<file path="src/logic/ntt_mem_cfg.svh">
`ifndef NTT_MEM_CFG_SVH
`define NTT_MEM_CFG_SVH

// ====================
// Coefficient and word geometry
// ====================
`define COEFF_W      24    // One coefficient
`define LANES        4     // Coefficients per memory word
`define WORD_W       96    // LANES * COEFF_W
`define WORD_ADDR_W  6     // Word index width
`define MEM_WORDS    64    // One polynomial of 256 coeffs

// ====================
// Host bus
// ====================
`define AHB_DATA_W   32
`define AHB_ADDR_W   9
`define CTRL_ADDR    256   // First slot past the coefficients
`define EN_ADDR      257   // Enable slot, last legal address

`endif
</file>
<file path="src/logic/ntt_types_pkg.sv">
`default_nettype none
`include "ntt_mem_cfg.svh"

package ntt_types_pkg;

    typedef logic [`COEFF_W-1:0] coeff_t;

    // Lane 0 sits in the low bits of the word
    typedef coeff_t [`LANES-1:0] ntt_word_t;

    // Operation select for the engine
    typedef enum logic [2:0] {
        MODE_NTT  = 3'd0,
        MODE_INTT = 3'd1,
        MODE_PWM  = 3'd2,   // Point-wise multiply
        MODE_PWA  = 3'd3,   // Point-wise add
        MODE_PWS  = 3'd4,   // Point-wise subtract
        MODE_IDLE = 3'd7
    } mode_t;

    // Field order matches the control register, mode in bits 2:0
    typedef struct packed {
        logic  sampler_mode;    // Bit 8
        logic  zeroize;         // Bit 7
        logic  shuffle_en;      // Bit 6
        logic  masking_en;      // Bit 5
        logic  sampler_valid;   // Bit 4
        logic  accumulate;      // Bit 3
        mode_t mode;            // Bits 2:0
    } ntt_ctrl_t;

    // Engine side request, whole words only
    typedef struct packed {
        logic                    rd_en;
        logic [`WORD_ADDR_W-1:0] rd_addr;
        logic                    wr_en;
        logic [`WORD_ADDR_W-1:0] wr_addr;
        ntt_word_t               wr_data;
    } ntt_port_req_t;

endpackage

`default_nettype wire

</file>
<file path="src/logic/ntt_ctrl_regs.sv">
`timescale 1ns/1ps
`default_nettype none

module ntt_ctrl_regs
    import ntt_types_pkg::*;
(
    input  wire                           clk,
    input  wire                           rst_n_i,
    input  wire                           we_i,
    input  wire                           sel_en_i,   // 1 enable slot, 0 control
    input  wire [$bits(ntt_ctrl_t)-1:0]   wdata_i,
    output logic [$bits(ntt_ctrl_t)-1:0]  rdata_o,    // Control readback
    output ntt_ctrl_t                     ntt_ctrl_o,
    output logic                          ntt_en_o
);

    ntt_ctrl_t ctrl_q;
    logic      en_q;

    // ====================
    // Control register
    // ====================
    always_ff @(posedge clk or negedge rst_n_i) begin
        if (!rst_n_i) begin
            ctrl_q <= '0;
        end else if (we_i && !sel_en_i) begin
            // Field decode, new values visible right after the edge
            ctrl_q.mode          <= mode_t'(wdata_i[2:0]);
            ctrl_q.accumulate    <= wdata_i[3];   // Add into destination
            ctrl_q.sampler_valid <= wdata_i[4];
            ctrl_q.masking_en    <= wdata_i[5];
            ctrl_q.shuffle_en    <= wdata_i[6];
            ctrl_q.zeroize       <= wdata_i[7];   // Clear engine state
            ctrl_q.sampler_mode  <= wdata_i[8];
        end
    end

    // ====================
    // Enable slot
    // ====================
    // Not stored, a write of one becomes a one-cycle pulse
    always_ff @(posedge clk or negedge rst_n_i) begin
        if (!rst_n_i) begin
            en_q <= 1'b0;
        end else begin
            en_q <= we_i & sel_en_i & wdata_i[0];
        end
    end

    assign ntt_ctrl_o = ctrl_q;
    assign ntt_en_o   = en_q;
    assign rdata_o    = ctrl_q;   // Nine field bits as stored

    // Host must not start the engine on consecutive cycles
    a_en_single: assert property (@(posedge clk) disable iff (!rst_n_i)
        ntt_en_o |=> !ntt_en_o);

endmodule

`default_nettype wire

</file>
<file path="config.mk">
export PLATFORM = sky130hd
export DESIGN_NAME = ntt_ctrl_regs
export DESIGN_NICKNAME = d
export VERILOG_FILES = /design/src/logic/ntt_types_pkg.sv /design/src/logic/ntt_ctrl_regs.sv
export VERILOG_INCLUDE_DIRS = /design/src /design/src/logic
export SDC_FILE = /design/constraint.sdc
export NUM_CORES = 1
export LEC_CHECK = 0
export ABC_AREA = 1
export BUFFER_PORTS_ARGS = -buffer_cell sky130_fd_sc_hd__buf_2
export CORE_AREA = 2 2 39 41
export CTS_CLUSTER_DIAMETER = 40
export CTS_CLUSTER_SIZE = 24
export DETAILED_ROUTE_END_ITERATION = 12
export DIE_AREA = 0 0 41 43
export PLACE_DENSITY = 0.74
export SLEW_MARGIN = 40
export SYNTH_ARGS = -nofsm -noshare
export SYNTH_HDL_FRONTEND = slang
export SYNTH_SLANG_ARGS = --single-unit
</file>
<file path="constraint.sdc">
create_clock -name clk -period 1.6 [get_ports clk]
set_input_delay 0.32 -clock clk [delete_from_list [all_inputs] [get_ports clk]]
set_output_delay 0.32 -clock clk [all_outputs]
set_load 0.01 [all_outputs]
</file>
### Word level (Yosys, flattened, before mapping)

Index checks and enable logic that the tools add are counted.

| storage, ports and cells | value |
|---|---|
| logic and storage cells | 12 |
| flip-flop bits (word level) | 10 |
| output and inout port bits | 19 |
| input bits | 13 |

| cells by class | value |
|---|---|
| bitwise operators | 2 |
| reductions and logical operators | 2 |

Operator list:

| kind | number |
|---|---|
| $and 1x1->1 | 2 |
| $logic_and 1x1->1 | 1 |
| $logic_not 1->1 | 1 |

### Longest topological paths before layout

| logic depth | value |
|---|---|
| word-level depth | 2 |
| gate-level depth with buffers | 4 |

### Worst setup path before layout

No wires, ideal clock.

| timing | value |
|---|---|
| path type | register -> output |
| from | reg ctrl_q, in the netlist ntt_ctrl_o[0] |
| to | out rdata_o[0] |
| arrival | 0.552 ns |
| path slack | 0.728 ns |
| required time | 1.280 ns |
| stages on the path, launching flop included | 2 |
| cells stage by stage | dfrtp_1 > buf_4 |

RTL lines:

| element | RTL line | text |
|---|---|---|
| from (decl) | ntt_ctrl_regs.sv:17 | `ntt_ctrl_t ctrl_q;` |
| to (decl) | ntt_ctrl_regs.sv:12 | `output logic [$bits(ntt_ctrl_t)-1:0] rdata_o,` |

No word-level cell between the ends.

### Worst setup path after layout

| timing | value |
|---|---|
| from | reg ctrl_q, in the netlist ntt_ctrl_o[2] |
| to | out rdata_o[2] |

No word-level cell between the ends.

==> Implementation_results.wiki <==
{| class="wikitable"
! Metric !! Value
|-
| Result of the run || completed
|-
| FF-to-FF End || ntt_ctrl_o[1]$_DFFE_PN0P_
|-
| Tot GR Track Use || 0.121
|-
| CTS Sinks || 10
|-
| CTS root buffer || sky130_fd_sc_hd__clkbuf_4
|-
| Data required time at the worst endpoint || 1.28 ns
|-
| Resize count post-CTS || 0
|-
| Post-Synthesis Cells || 52
|-
| Class of the tightest hold or removal check || in -> reg
|-
| Antenna diode count || 0
|-
| Worst-case clock skew || 0 ns
|-
| Reg-to-reg critical path startpoint || ntt_ctrl_o[1]$_DFFE_PN0P_
|-
| Fraction of power consumed by the clock network || 0.326
|-
| Crit-path leading delay family || flip-flops
|-
| Fraction of final layout cells with drive strength greater than 1 || 0.481
|-
| Core Footprint || 1380 µm²
|-
| Placed instance area || 558 µm²
|-
| RSZ-0062 raised after global routing || no
|-
| Violation count after the first detailed-routing iteration || 10
|-
| Worst hold path endpoint || ntt_ctrl_o[4]$_DFFE_PN0P_
|-
| Setup violation total in the final timing report || 0
|-
| M1 GR Usage || 0.132
|-
| Period utilisation layout || 0.699
|-
| Post-placement setup slack || 0.477 ns
|-
| Number of max-cap violations || 0
|-
| GRT Max-Usage Layer || met2
|-
| Startpoint of the most critical hold path || wdata_i[4]
|-
| Relative slew slack || 0.803
|-
| Average cell area after synthesis || 9.10 µm²
|-
| Detailed-route DRC error count || 0
|-
| Cell area after technology mapping || 473 µm²
|-
| Number of buffers on the longest clock path || 2
|-
| Seq. cell area || 250 µm²
|-
| Number of hold-slack violations in the final timing report || 0
|-
| Reg2Reg Setup Slack || 0.96 ns
|-
| Slew Limit Fails || 0
|-
| Critical path cell sequence || buf_2
|-
| Number of buffers added on ports || 31
|-
| Minimum period implied by the final worst setup slack || 1.12 ns
|-
| Setup Fix Bufs, Post-CTS || 0
|-
| Register clock-pin slew on the reported worst setup and hold paths || 0.06 ns
|-
| Area share of the leading cell type in the synthesized netlist || 0.529
|-
| Worst Path Arrival || 0.80 ns
|-
| Wire length of the first global-routing pass || 1420 µm
|-
| Worst skew pair latency || 0.25 ns
|-
| Met2 track utilization from global routing || 0.191
|-
| Wire length per cell after detailed routing || 10.1 µm
|-
| Crit. End Element || primary output
|-
| Yosys Warn Count || 0
|-
| Final weighted congestion in routability-driven placement || 0.647
|-
| Startpoint types || flip-flop
|-
| Fraction of power consumed by sequential logic || 0.453
|-
| Final Net Count || 91
|-
| Row count || 14
|-
| Aggregate negative setup slack || 0 ns
|-
| Non-filler instance count after layout || 93
|-
| Post-synthesis sequential element count || 10
|-
| Netlist cell types || 8
|-
| Synth area leader || sky130_fd_sc_hd__dfrtp_1
|-
| Die width || 41 µm
|-
| F_max || 894 MHz
|-
| Via count of the first global-routing pass || 371
|-
| Total power draw || 0.667 mW
|-
| Starting utilization of the core area || 0.342
|-
| Worst slew pin tran || 0.295 ns
|-
| Syn Nets || 65
|-
| Total wire length || 937 µm
|-
| Met3 capacity usage during global routing || 0.0314
|-
| Synthesis-to-layout area growth || 27.8%
|-
| Power dissipated by switching net loads || 0.183 mW
|-
| Top post-synthesis cells by count || sky130_fd_sc_hd__nand2_1, sky130_fd_sc_hd__dfrtp_1, sky130_fd_sc_hd__buf_4, sky130_fd_sc_hd__nand3_1
|-
| Proportion of total power due to net switching || 0.274
|-
| Vertical die dimension || 43 µm
|-
| PD cells || 1100 nW/µm²
|-
| CTS HTree Levels || 1
|-
| Antenna violations before repair || 0
|-
| Post-CTS Hold Buffers || 1
|-
| Die area || 1760 µm²
|-
| Hold path cells || 3
|-
| Summed area of non-filler cells in the final layout || 604 µm²
|-
| Critical Path Fanout Max || 3
|-
| Sum of buffers and inverters on the critical path || 1
|-
| CTS Buf Count || 3
|-
| Worst Reg-to-Reg Cells || 2
|-
| Largest net degree at the start of global routing || 12
|-
| Total placed cells including tap cells || 88
|-
| Dominant synthesized flop cell || sky130_fd_sc_hd__dfrtp_1
|-
| Maximum single-stage delay on the critical path || 0.40 ns
|-
| Number of flops mapped to enable cells by yosys || 0
|-
| Sum of net half-perimeters after detailed placement || 772 µm
|-
| Final critical-path setup slack || 0.481 ns
|-
| Detailed Routing Iterations Pass 1 || 4
|-
| Routed vias/inst || 4.49
|-
| Leakage power summed over all cells || 0.370 nW
|-
| CTS tree || yes
|-
| Seq/Total Area, Yosys || 0.529
|-
| Most numerous cell in the Yosys netlist || sky130_fd_sc_hd__nand2_1
|-
| Total gr overflow || 0
|-
| Number of I/O pins || 32
|-
| Fraction of registers with async set/reset || 1.00
|-
| Multi-input logic area || 129 µm²
|-
| Cell with the largest stage delay on the worst path || sky130_fd_sc_hd__dfrtp_1
|-
| Main area contributors after synthesis || sky130_fd_sc_hd__dfrtp_1, sky130_fd_sc_hd__buf_4, sky130_fd_sc_hd__nand2_1, sky130_fd_sc_hd__nand3_1, sky130_fd_sc_hd__buf_6
|-
| Number of antenna-violating nets in the routed design || 0
|-
| DR vias || 418
|-
| Fillers || 149
|-
| Power Internal || 0.484 mW
|-
| Max rail drop VDD || 0.282 mV
|-
| Part of the power in combinational logic || 0.221
|-
| Worst setup path class || reg -> out
|}
layer usage:
layer | up-vias | wire (µm)
li1 | 207 | -
met1 | 188 | 368
met2 | 21 | 471
met3 | 2 | 84
met4 | 0 | 12
met5 | - | 0
power groups by stage:
stage                     sequential [mW]  clock (mW)  combinational (mW)
after floorplan                     0.322           0              0.0945
after global placement              0.308           0               0.146
after detailed placement            0.308           0               0.148
after CTS                           0.303       0.224               0.150
after global routing                0.307       0.242               0.168
final                               0.302       0.217               0.148
how the worst max path moves through the flow:
stage,to,slack [ns],cells after the start,from
2_1_floorplan,rdata_o[0],0.73,1,ntt_ctrl_o[0]$_DFFE_PN0P_
3_3_place_gp,ntt_ctrl_o[4]$_DFFE_PN0P_,0.54,5,sel_en_i
3_5_place_dp,ntt_ctrl_o[1]$_DFFE_PN0P_,0.48,5,sel_en_i
4_1_cts,ntt_ctrl_o[1],0.47,1,ntt_ctrl_o[1]$_DFFE_PN0P_
5_1_grt,rdata_o[5],0.44,1,ntt_ctrl_o[5]$_DFFE_PN0P_
6_report,rdata_o[2],0.48,1,ntt_ctrl_o[2]$_DFFE_PN0P_
through the flow:
step                       util  hold WS (ns)
after global placement    0.403         0.184
after global routing      0.437         0.303
after detailed placement  0.403         0.188
final                     0.437         0.295
after floorplan               -        0.0244
after CTS                 0.437         0.293
state kept, by name (all words and copies together) (netlist names):
| register | flops |
|---|---|
| ntt_en_o | 1 |
| ntt_ctrl_o | 9 |
kinds of logic (layout without fill, tap and decap cells):
logic type | count (synthesis) | after routing | synth area share
buf+inv | 12 | 37 | 0.198
flops | 10 | 10 | 0.529
simple gates | 30 | 30 | 0.272
cell usage in the layout, fill, tap and decap left out, drive strengths merged:
cell,netlist,layout
buf,11,31
clkbuf,0,4
dlygate4sd3,0,1
nand2,20,20
nand3,9,9
dfrtp,10,10
inv,1,1
nor2,1,1
final cells by class:
type	instances	share of cell area
multi-input combinational	30	0.213
sequential	10	0.414
inverter	1	0.00621
tap	16	0.0331
timing repair buffer	32	0.273
clock buffer	4	0.0600
(Power assumes the default switching activity.)
