`config.mk`:
```
export PLATFORM = sky130hd
export DESIGN_NAME = ntt_ahb_mem_adapter
export DESIGN_NICKNAME = d
export VERILOG_FILES = /design/src/logic/ahb_bus_pkg.sv /design/src/logic/ntt_types_pkg.sv /design/src/logic/ntt_ahb_mem_adapter.sv
export VERILOG_INCLUDE_DIRS = /design/src /design/src/logic
export SDC_FILE = /design/constraint.sdc
export NUM_CORES = 1
export LEC_CHECK = 0
export ABC_AREA = 1
export BUFFER_PORTS_ARGS = -buffer_cell sky130_fd_sc_hd__buf_2
export CAP_MARGIN = 20
export CORE_ASPECT_RATIO = 0.75
export CORE_MARGIN = 4
export CORE_UTILIZATION = 42
export DETAILED_ROUTE_END_ITERATION = 8
export PLACE_DENSITY = 0.95
export SYNTH_ARGS = -nofsm -noshare
export SYNTH_HDL_FRONTEND = slang
export SYNTH_SLANG_ARGS = --single-unit
```
`constraint.sdc`:
```
create_clock -name clk -period 2.4 [get_ports clk]
set_input_delay 0.36 -clock clk [delete_from_list [all_inputs] [get_ports clk]]
set_output_delay 0.36 -clock clk [all_outputs]
set_load 0.03 [all_outputs]
```
`src/logic/ntt_mem_cfg.svh`:
```
`ifndef NTT_MEM_CFG_SVH
`define NTT_MEM_CFG_SVH

// ====================
// Coefficient and word geometry
// ====================
`define COEFF_W      24    // One coefficient
`define LANES        4     // Coefficients per memory word
`define WORD_W       96    // LANES * COEFF_W
`define WORD_ADDR_W  6     // Word index width
`define MEM_WORDS    64    // One polynomial of 256 coeffs

// ====================
// Host bus
// ====================
`define AHB_DATA_W   32
`define AHB_ADDR_W   9
`define CTRL_ADDR    256   // First slot past the coefficients
`define EN_ADDR      257   // Enable slot, last legal address

`endif
```
`src/logic/ahb_bus_pkg.sv`:
```
`default_nettype none
`include "ntt_mem_cfg.svh"

package ahb_bus_pkg;

    // ====================
    // Host transfer, one cycle with dv high
    // ====================
    typedef struct packed {
        logic                   dv;      // Transfer valid
        logic                   write;   // 1 write, 0 read
        logic [`AHB_ADDR_W-1:0] addr;    // Coefficient index or slot
        logic [`AHB_DATA_W-1:0] wdata;   // Only low 24 bits reach memory
    } ahb_req_t;

    // ====================
    // Response
    // ====================
    // hold and err are same-cycle, rdata lags an accepted read by one
    typedef struct packed {
        logic [`AHB_DATA_W-1:0] rdata;
        logic                   hold;    // Retry, nothing performed
        logic                   err;     // Dropped, bad address
    } ahb_rsp_t;

endpackage

`default_nettype wire

```
`src/logic/ntt_types_pkg.sv`:
```
`default_nettype none
`include "ntt_mem_cfg.svh"

package ntt_types_pkg;

    typedef logic [`COEFF_W-1:0] coeff_t;

    // Lane 0 sits in the low bits of the word
    typedef coeff_t [`LANES-1:0] ntt_word_t;

    // Operation select for the engine
    typedef enum logic [2:0] {
        MODE_NTT  = 3'd0,
        MODE_INTT = 3'd1,
        MODE_PWM  = 3'd2,   // Point-wise multiply
        MODE_PWA  = 3'd3,   // Point-wise add
        MODE_PWS  = 3'd4,   // Point-wise subtract
        MODE_IDLE = 3'd7
    } mode_t;

    // Field order matches the control register, mode in bits 2:0
    typedef struct packed {
        logic  sampler_mode;    // Bit 8
        logic  zeroize;         // Bit 7
        logic  shuffle_en;      // Bit 6
        logic  masking_en;      // Bit 5
        logic  sampler_valid;   // Bit 4
        logic  accumulate;      // Bit 3
        mode_t mode;            // Bits 2:0
    } ntt_ctrl_t;

    // Engine side request, whole words only
    typedef struct packed {
        logic                    rd_en;
        logic [`WORD_ADDR_W-1:0] rd_addr;
        logic                    wr_en;
        logic [`WORD_ADDR_W-1:0] wr_addr;
        ntt_word_t               wr_data;
    } ntt_port_req_t;

endpackage

`default_nettype wire

```
`src/logic/ntt_ahb_mem_adapter.sv`:
```
`timescale 1ns/1ps
`default_nettype none
`include "ntt_mem_cfg.svh"

module ntt_ahb_mem_adapter
    import ntt_types_pkg::*;
    import ahb_bus_pkg::*;
(
    input  wire                          clk,
    input  wire                          rst_n_i,

    // Host bus
    input  wire ahb_req_t                ahb_req_i,
    output ahb_rsp_t                     ahb_rsp_o,

    // Engine write snoop for collisions
    input  wire                          eng_wr_en_i,
    input  wire [`WORD_ADDR_W-1:0]       eng_wr_addr_i,

    // Toward coefficient memory
    output logic                         mem_ena_o,     // Lane read strobe
    output logic                         mem_wea_o,     // Lane write strobe
    output logic [`WORD_ADDR_W-1:0]      mem_word_o,
    output logic [$clog2(`LANES)-1:0]    mem_lane_o,
    output coeff_t                       mem_wdata_o,
    input  wire coeff_t                  mem_rdata_i,

    // Toward register block
    output logic                         reg_we_o,
    output logic                         reg_sel_en_o,  // 1 enable slot, 0 control
    output logic [$bits(ntt_ctrl_t)-1:0] reg_wdata_o,
    input  wire [$bits(ntt_ctrl_t)-1:0]  reg_rdata_i
);

    localparam int LANE_W = $clog2(`LANES);
    localparam int CTRL_W = $bits(ntt_ctrl_t);

    // Where a pending read gets its data
    typedef enum logic [1:0] {SRC_MEM, SRC_CTRL, SRC_ZERO} rd_src_e;

    logic                   is_coeff, is_ctrl, is_en, is_err;
    logic                   collide;
    logic                   accept;
    logic                   rd_pend_q;
    rd_src_e                rd_src_q;
    logic [`AHB_DATA_W-1:0] rd_now;
    logic [`AHB_DATA_W-1:0] rdata_q;   // Last returned read data

    // ====================
    // Address decode
    // ====================
    always_comb begin
        is_coeff = (ahb_req_i.addr < `AHB_ADDR_W'(`CTRL_ADDR));
        is_ctrl  = (ahb_req_i.addr == `AHB_ADDR_W'(`CTRL_ADDR));
        is_en    = (ahb_req_i.addr == `AHB_ADDR_W'(`EN_ADDR));
        is_err   = ~(is_coeff | is_ctrl | is_en);   // Anything above EN_ADDR
    end

    // Engine write to the same word wins, host must retry
    assign collide = ahb_req_i.dv & is_coeff & eng_wr_en_i
                   & (ahb_req_i.addr[LANE_W +: `WORD_ADDR_W] == eng_wr_addr_i);

    assign accept = ahb_req_i.dv & ~collide & ~is_err;

    // ====================
    // Request steering
    // ====================
    always_comb begin
        mem_ena_o    = accept & is_coeff & ~ahb_req_i.write;
        mem_wea_o    = accept & is_coeff & ahb_req_i.write;
        mem_word_o   = ahb_req_i.addr[LANE_W +: `WORD_ADDR_W];   // Bits 7:2
        mem_lane_o   = ahb_req_i.addr[LANE_W-1:0];               // Bits 1:0
        mem_wdata_o  = ahb_req_i.wdata[`COEFF_W-1:0];             // Upper bits dropped

        reg_we_o     = accept & ~is_coeff & ahb_req_i.write;
        reg_sel_en_o = is_en;
        reg_wdata_o  = ahb_req_i.wdata[CTRL_W-1:0];
    end

    // Remember source of an accepted read
    always_ff @(posedge clk or negedge rst_n_i) begin
        if (!rst_n_i) begin
            rd_pend_q <= 1'b0;
            rd_src_q  <= SRC_ZERO;
            rdata_q   <= '0;
        end else begin
            rd_pend_q <= accept & ~ahb_req_i.write;
            if (accept && !ahb_req_i.write) begin
                rd_src_q <= is_coeff ? SRC_MEM : (is_ctrl ? SRC_CTRL : SRC_ZERO);
            end
            if (rd_pend_q) rdata_q <= rd_now;   // Keep for idle cycles
        end
    end

    // Return mux, everything zero-extended to the bus
    always_comb begin
        case (rd_src_q)
            SRC_MEM:  rd_now = {{(`AHB_DATA_W-`COEFF_W){1'b0}}, mem_rdata_i};
            SRC_CTRL: rd_now = {{(`AHB_DATA_W-CTRL_W){1'b0}}, reg_rdata_i};
            default:  rd_now = '0;   // Enable slot reads as zero
        endcase
    end

    assign ahb_rsp_o.rdata = rd_pend_q ? rd_now : rdata_q;
    assign ahb_rsp_o.hold  = collide;
    assign ahb_rsp_o.err   = ahb_req_i.dv & is_err;

    // Read data moves only on the cycle after an accepted read
    a_rdata_held: assert property (@(posedge clk) disable iff (!rst_n_i)
        !rd_pend_q |-> $stable(ahb_rsp_o.rdata));

endmodule

`default_nettype wire

```
* Word level (Yosys, flattened, before mapping) *
Cells that the tools add are included.
W data, S select, Z words.

word-level totals
  logic and storage cells = 33
  bits in registers = 35
  output and inout bits = 79

cells by class
  mux-type cells = 4
  reduce and logical (&&, ||, !) cells = 3
  equality and inequality tests = 4
  order comparisons = 1
  bitwise logic cells = 18

operators by type and width
  operator              count
  $pmux W24 S2          1
  $mux W32              1
  $eq A9 B9 Y1 const B  2
  $and A1 B1 Y1         12
  $lt A9 B9 Y1 const B  1
  $eq A6 B6 Y1          1
  $mux W2               2
  $not A1 Y1            4
  $eq A2 B1 Y1 const B  1
  $logic_not A2 Y1      1
  $or A1 B1 Y1          2
  $logic_and A1 B1 Y1   1
  $logic_not A1 Y1      1

* Longest topological paths before layout *
  word-level depth = 9
  mapped depth = 9
  gate-level depth less buffers = 9

* Least setup slack after synthesis *
No wires, ideal clock.

  path kind = in2out
  start point = in ahb_req_i[37] in the netlist's numbering
  end point = out reg_sel_en_o
  data arrival time = 1473 ps
  stages = 3
  slack = 567 ps
  cell sequence = inv_2 > nand2_4 > nor4_1

between the ends
  longest elaborated chain between the ends = 1

RTL lines
  item          line                       RTL
  from (decl)   ntt_ahb_mem_adapter.sv:13  input wire ahb_req_t ahb_req_i,
  $eq A9 B9 Y1  ntt_ahb_mem_adapter.sv:55  is_en = (ahb_req_i.addr == `AHB_ADDR_W'(`EN_ADDR));
  to (decl)     ntt_ahb_mem_adapter.sv:30  output logic reg_sel_en_o,

Every way passes these cells.

==> impl_metrics.ini <==
[sta]
rsz0062_at_grt = no
fin_crit_sh_pct = 87.9
worst_slew_pin_slew_ns = 0.756
clock-skew-final_ns = 0.00611
min_period_ns = 2.11
maxSlewHeadroom_pct = 49.6
slew_viol_final = 0
fin_tns_setup_ns = 0
hold_viol_final = 0
max_freq_ghz = 0.474
setup-violations-final = 0

[logic_synthesis]
synth.top_cell.area_share_pct = 41.8
synth_seq_cells = 35
synth_enable_flop_cells = 0
synth_nets = 351
ys_seq_area_share_pct = 43.1
synthTopCellsByArea = dfrtp_1, buf_4, nand2_1, nand3_1, inv_1
synth_ff_type = dfrtp_1
netlist_top_cells_count = buf_4, nand2_1, inv_1
synth_compound_area_share_pct = 6.71
synthMuxAreaShare_pct = 0
yosysMostFrequentCell = buf_4
synth_cell_types = 23
syn_avg_cell_area_um2 = 7.64
yosysTopAreaCell = dfrtp_1
yosys.area_share.adder_pct = 0
async_flop_share_pct = 100
synth_top_family_by_area = buffers and inverters
syn_inst = 266
syn-cell-area_um2 = 2030
synth_simple_gate_area_share_pct = 24.3
ys_warn_count = 0
synth_xor_area_share_pct = 0.431

[routing]
num_vias = 1782
postRouteAntennaNets = 0
drt_first_pass_iters = 4
routedWlPerCell_um = 12.0
vias_per_cell = 4.68
drt-initial-drc-count = 67
routed_wirelength_mm = 4.57
drc = 0

[global_routing]
antenna_found_initial = 0
grt_start_max_net_pins = 36
grt_pass1_wl_mm = 7.17
overflow = 0
track_usage_pct = 15.3
grt_pass1_vias = 1752

[die]
die_area_um2 = 6030
coreArea_um2 = 4570
rows = 21
io_pins = 164
die-height_um = 68.3
start_util_pct = 44.5
dieWidth_um = 88.3

[pwr]
leakage_uw = 0.00135
ir_drop_v = 0.000392
powerDensity_nw_per_um2 = 717
power_uw = 1700

[run_status]
outcome = finished, final reports clean

[setup_path]
crit_fanout = 24
max_stage_delay_ns = 0.54
slowest_stage = dfrtp_1
critPathCaptureType = output port
timing.rr.end = rdata_q[4]$_DFF_PN0_
rr_worst_depth = 4
cp.required_ns = 2.04
cp-start-kind = flop
cp_data_arrival_time_ns = 1.75
path_cells = nor2_2, buf_4, nand2_1, a31oi_1, buf_2
r2r_start = rd_src_q[0]$_DFFE_PN0P_
criticalPathCategory = flop to output port
r2r_slack_ns = 1.07

[final_layout]
drive_gt1_share_pct = 38.9
nets = 408
area_growth_pct = 16.8
antenna_cells = 0
final_area_um2 = 2370

[clocking]
cts_sinks = 35
cts_tree = built
h-tree-depth = 2
holdBufCountCts = 0
clk_latency_ns = 0.28
post-cts-setup-buffers = 0
clockBufferDepth = 2
cts.clk_slew.worst_paths_ns = 0.07
cts_root_buffer = clkbuf_8
ctsResizeCount = 0
cts-buffers-inserted = 5

[place]
gp_congestion = 0.806
portBuffers = 98
dpl_cell_area_um2 = 2260
hpwl_mm = 3.63

[min_path]
min_path_type = input port to async pin

[job]
drv_cap = 0
-- routing by layer --
metal	part of all wire (%)	track usage, %	up-vias
met3	11	5.78	10
li1	-	-	893
met4	1.2	5.28	0
met5	0	0	-
met2	47	27.0	85
met1	41	17.0	794
-- power by group --
group	switching (uW)	internal, uW
Sequential	22.4	668
Combinational	358	144
Clock	201	309
Total	582	1120
-- critical path: cells and delay by family (launching register included) --
kind / cells / cell delay (ns)
flip-flops: 1 / 0.54
buffers and inverters: 2 / 0.50
AO/OA/AOI/OAI: 1 / 0.20
AND/OR/NAND/NOR: 2 / 0.24
-- flip-flops by register name, indices dropped and copies added (netlist names) --
name and flops:
rd_src_q 2, rdata_q 32, rd_pend_q 1
-- cell usage in the layout (no fill, tap or decap), types with 3 or more instances in the layout --
cell,count
inv_2,7
nand2_1,40
clkbuf_8,5
nand3_1,29
nand2_2,3
o21ai_0,15
nor2_2,3
nor2_1,31
buf_2,98
dfrtp_1,34
a31oi_1,9
inv_1,35
buf_4,3
-- cells by family (layout without fill, tap and decap cells) --
group | after synthesis | in the layout
flops | 35 | 35
xor+xnor | 1 | 1
compound gates | 25 | 25
simple gates | 111 | 111
buf+inv | 94 | 152
-- per-stage QoR --
step,worst slack [ns],utilization [%],hold WS (ns),instances
floorplan,0.567,-,0.0644,266
CTS,0.264,51.9,0.167,381
global route,0.164,51.9,0.214,381
global placement,0.593,49.5,0.466,373
finish,0.290,51.9,0.151,381
detailed placement,0.571,49.5,0.471,373
-- worst max-delay path by stage --
stage | from | to
floorplan | ahb_req_i[37] | reg_sel_en_o
global placement | rd_src_q[0]$_DFFE_PN0P_ | ahb_rsp_o[6]
detailed placement | rd_src_q[0]$_DFFE_PN0P_ | ahb_rsp_o[6]
CTS | rd_src_q[0]$_DFFE_PN0P_ | ahb_rsp_o[6]
global route | rd_src_q[0]$_DFFE_PN0P_ | ahb_rsp_o[4]
finish | rd_src_q[0]$_DFFE_PN0P_ | ahb_rsp_o[6]
-- layout make-up --
type                       instances  area (um2)
clock buffer                       5        68.8
clock inverter                     3        43.8
fill                             462        2200
inverter                          43         161
multi-input combinational        137         639
sequential                        35         877
tap                               57        71.3
timing repair buffer             101         513
No activity file was read; power rests on OpenSTA's default activity.
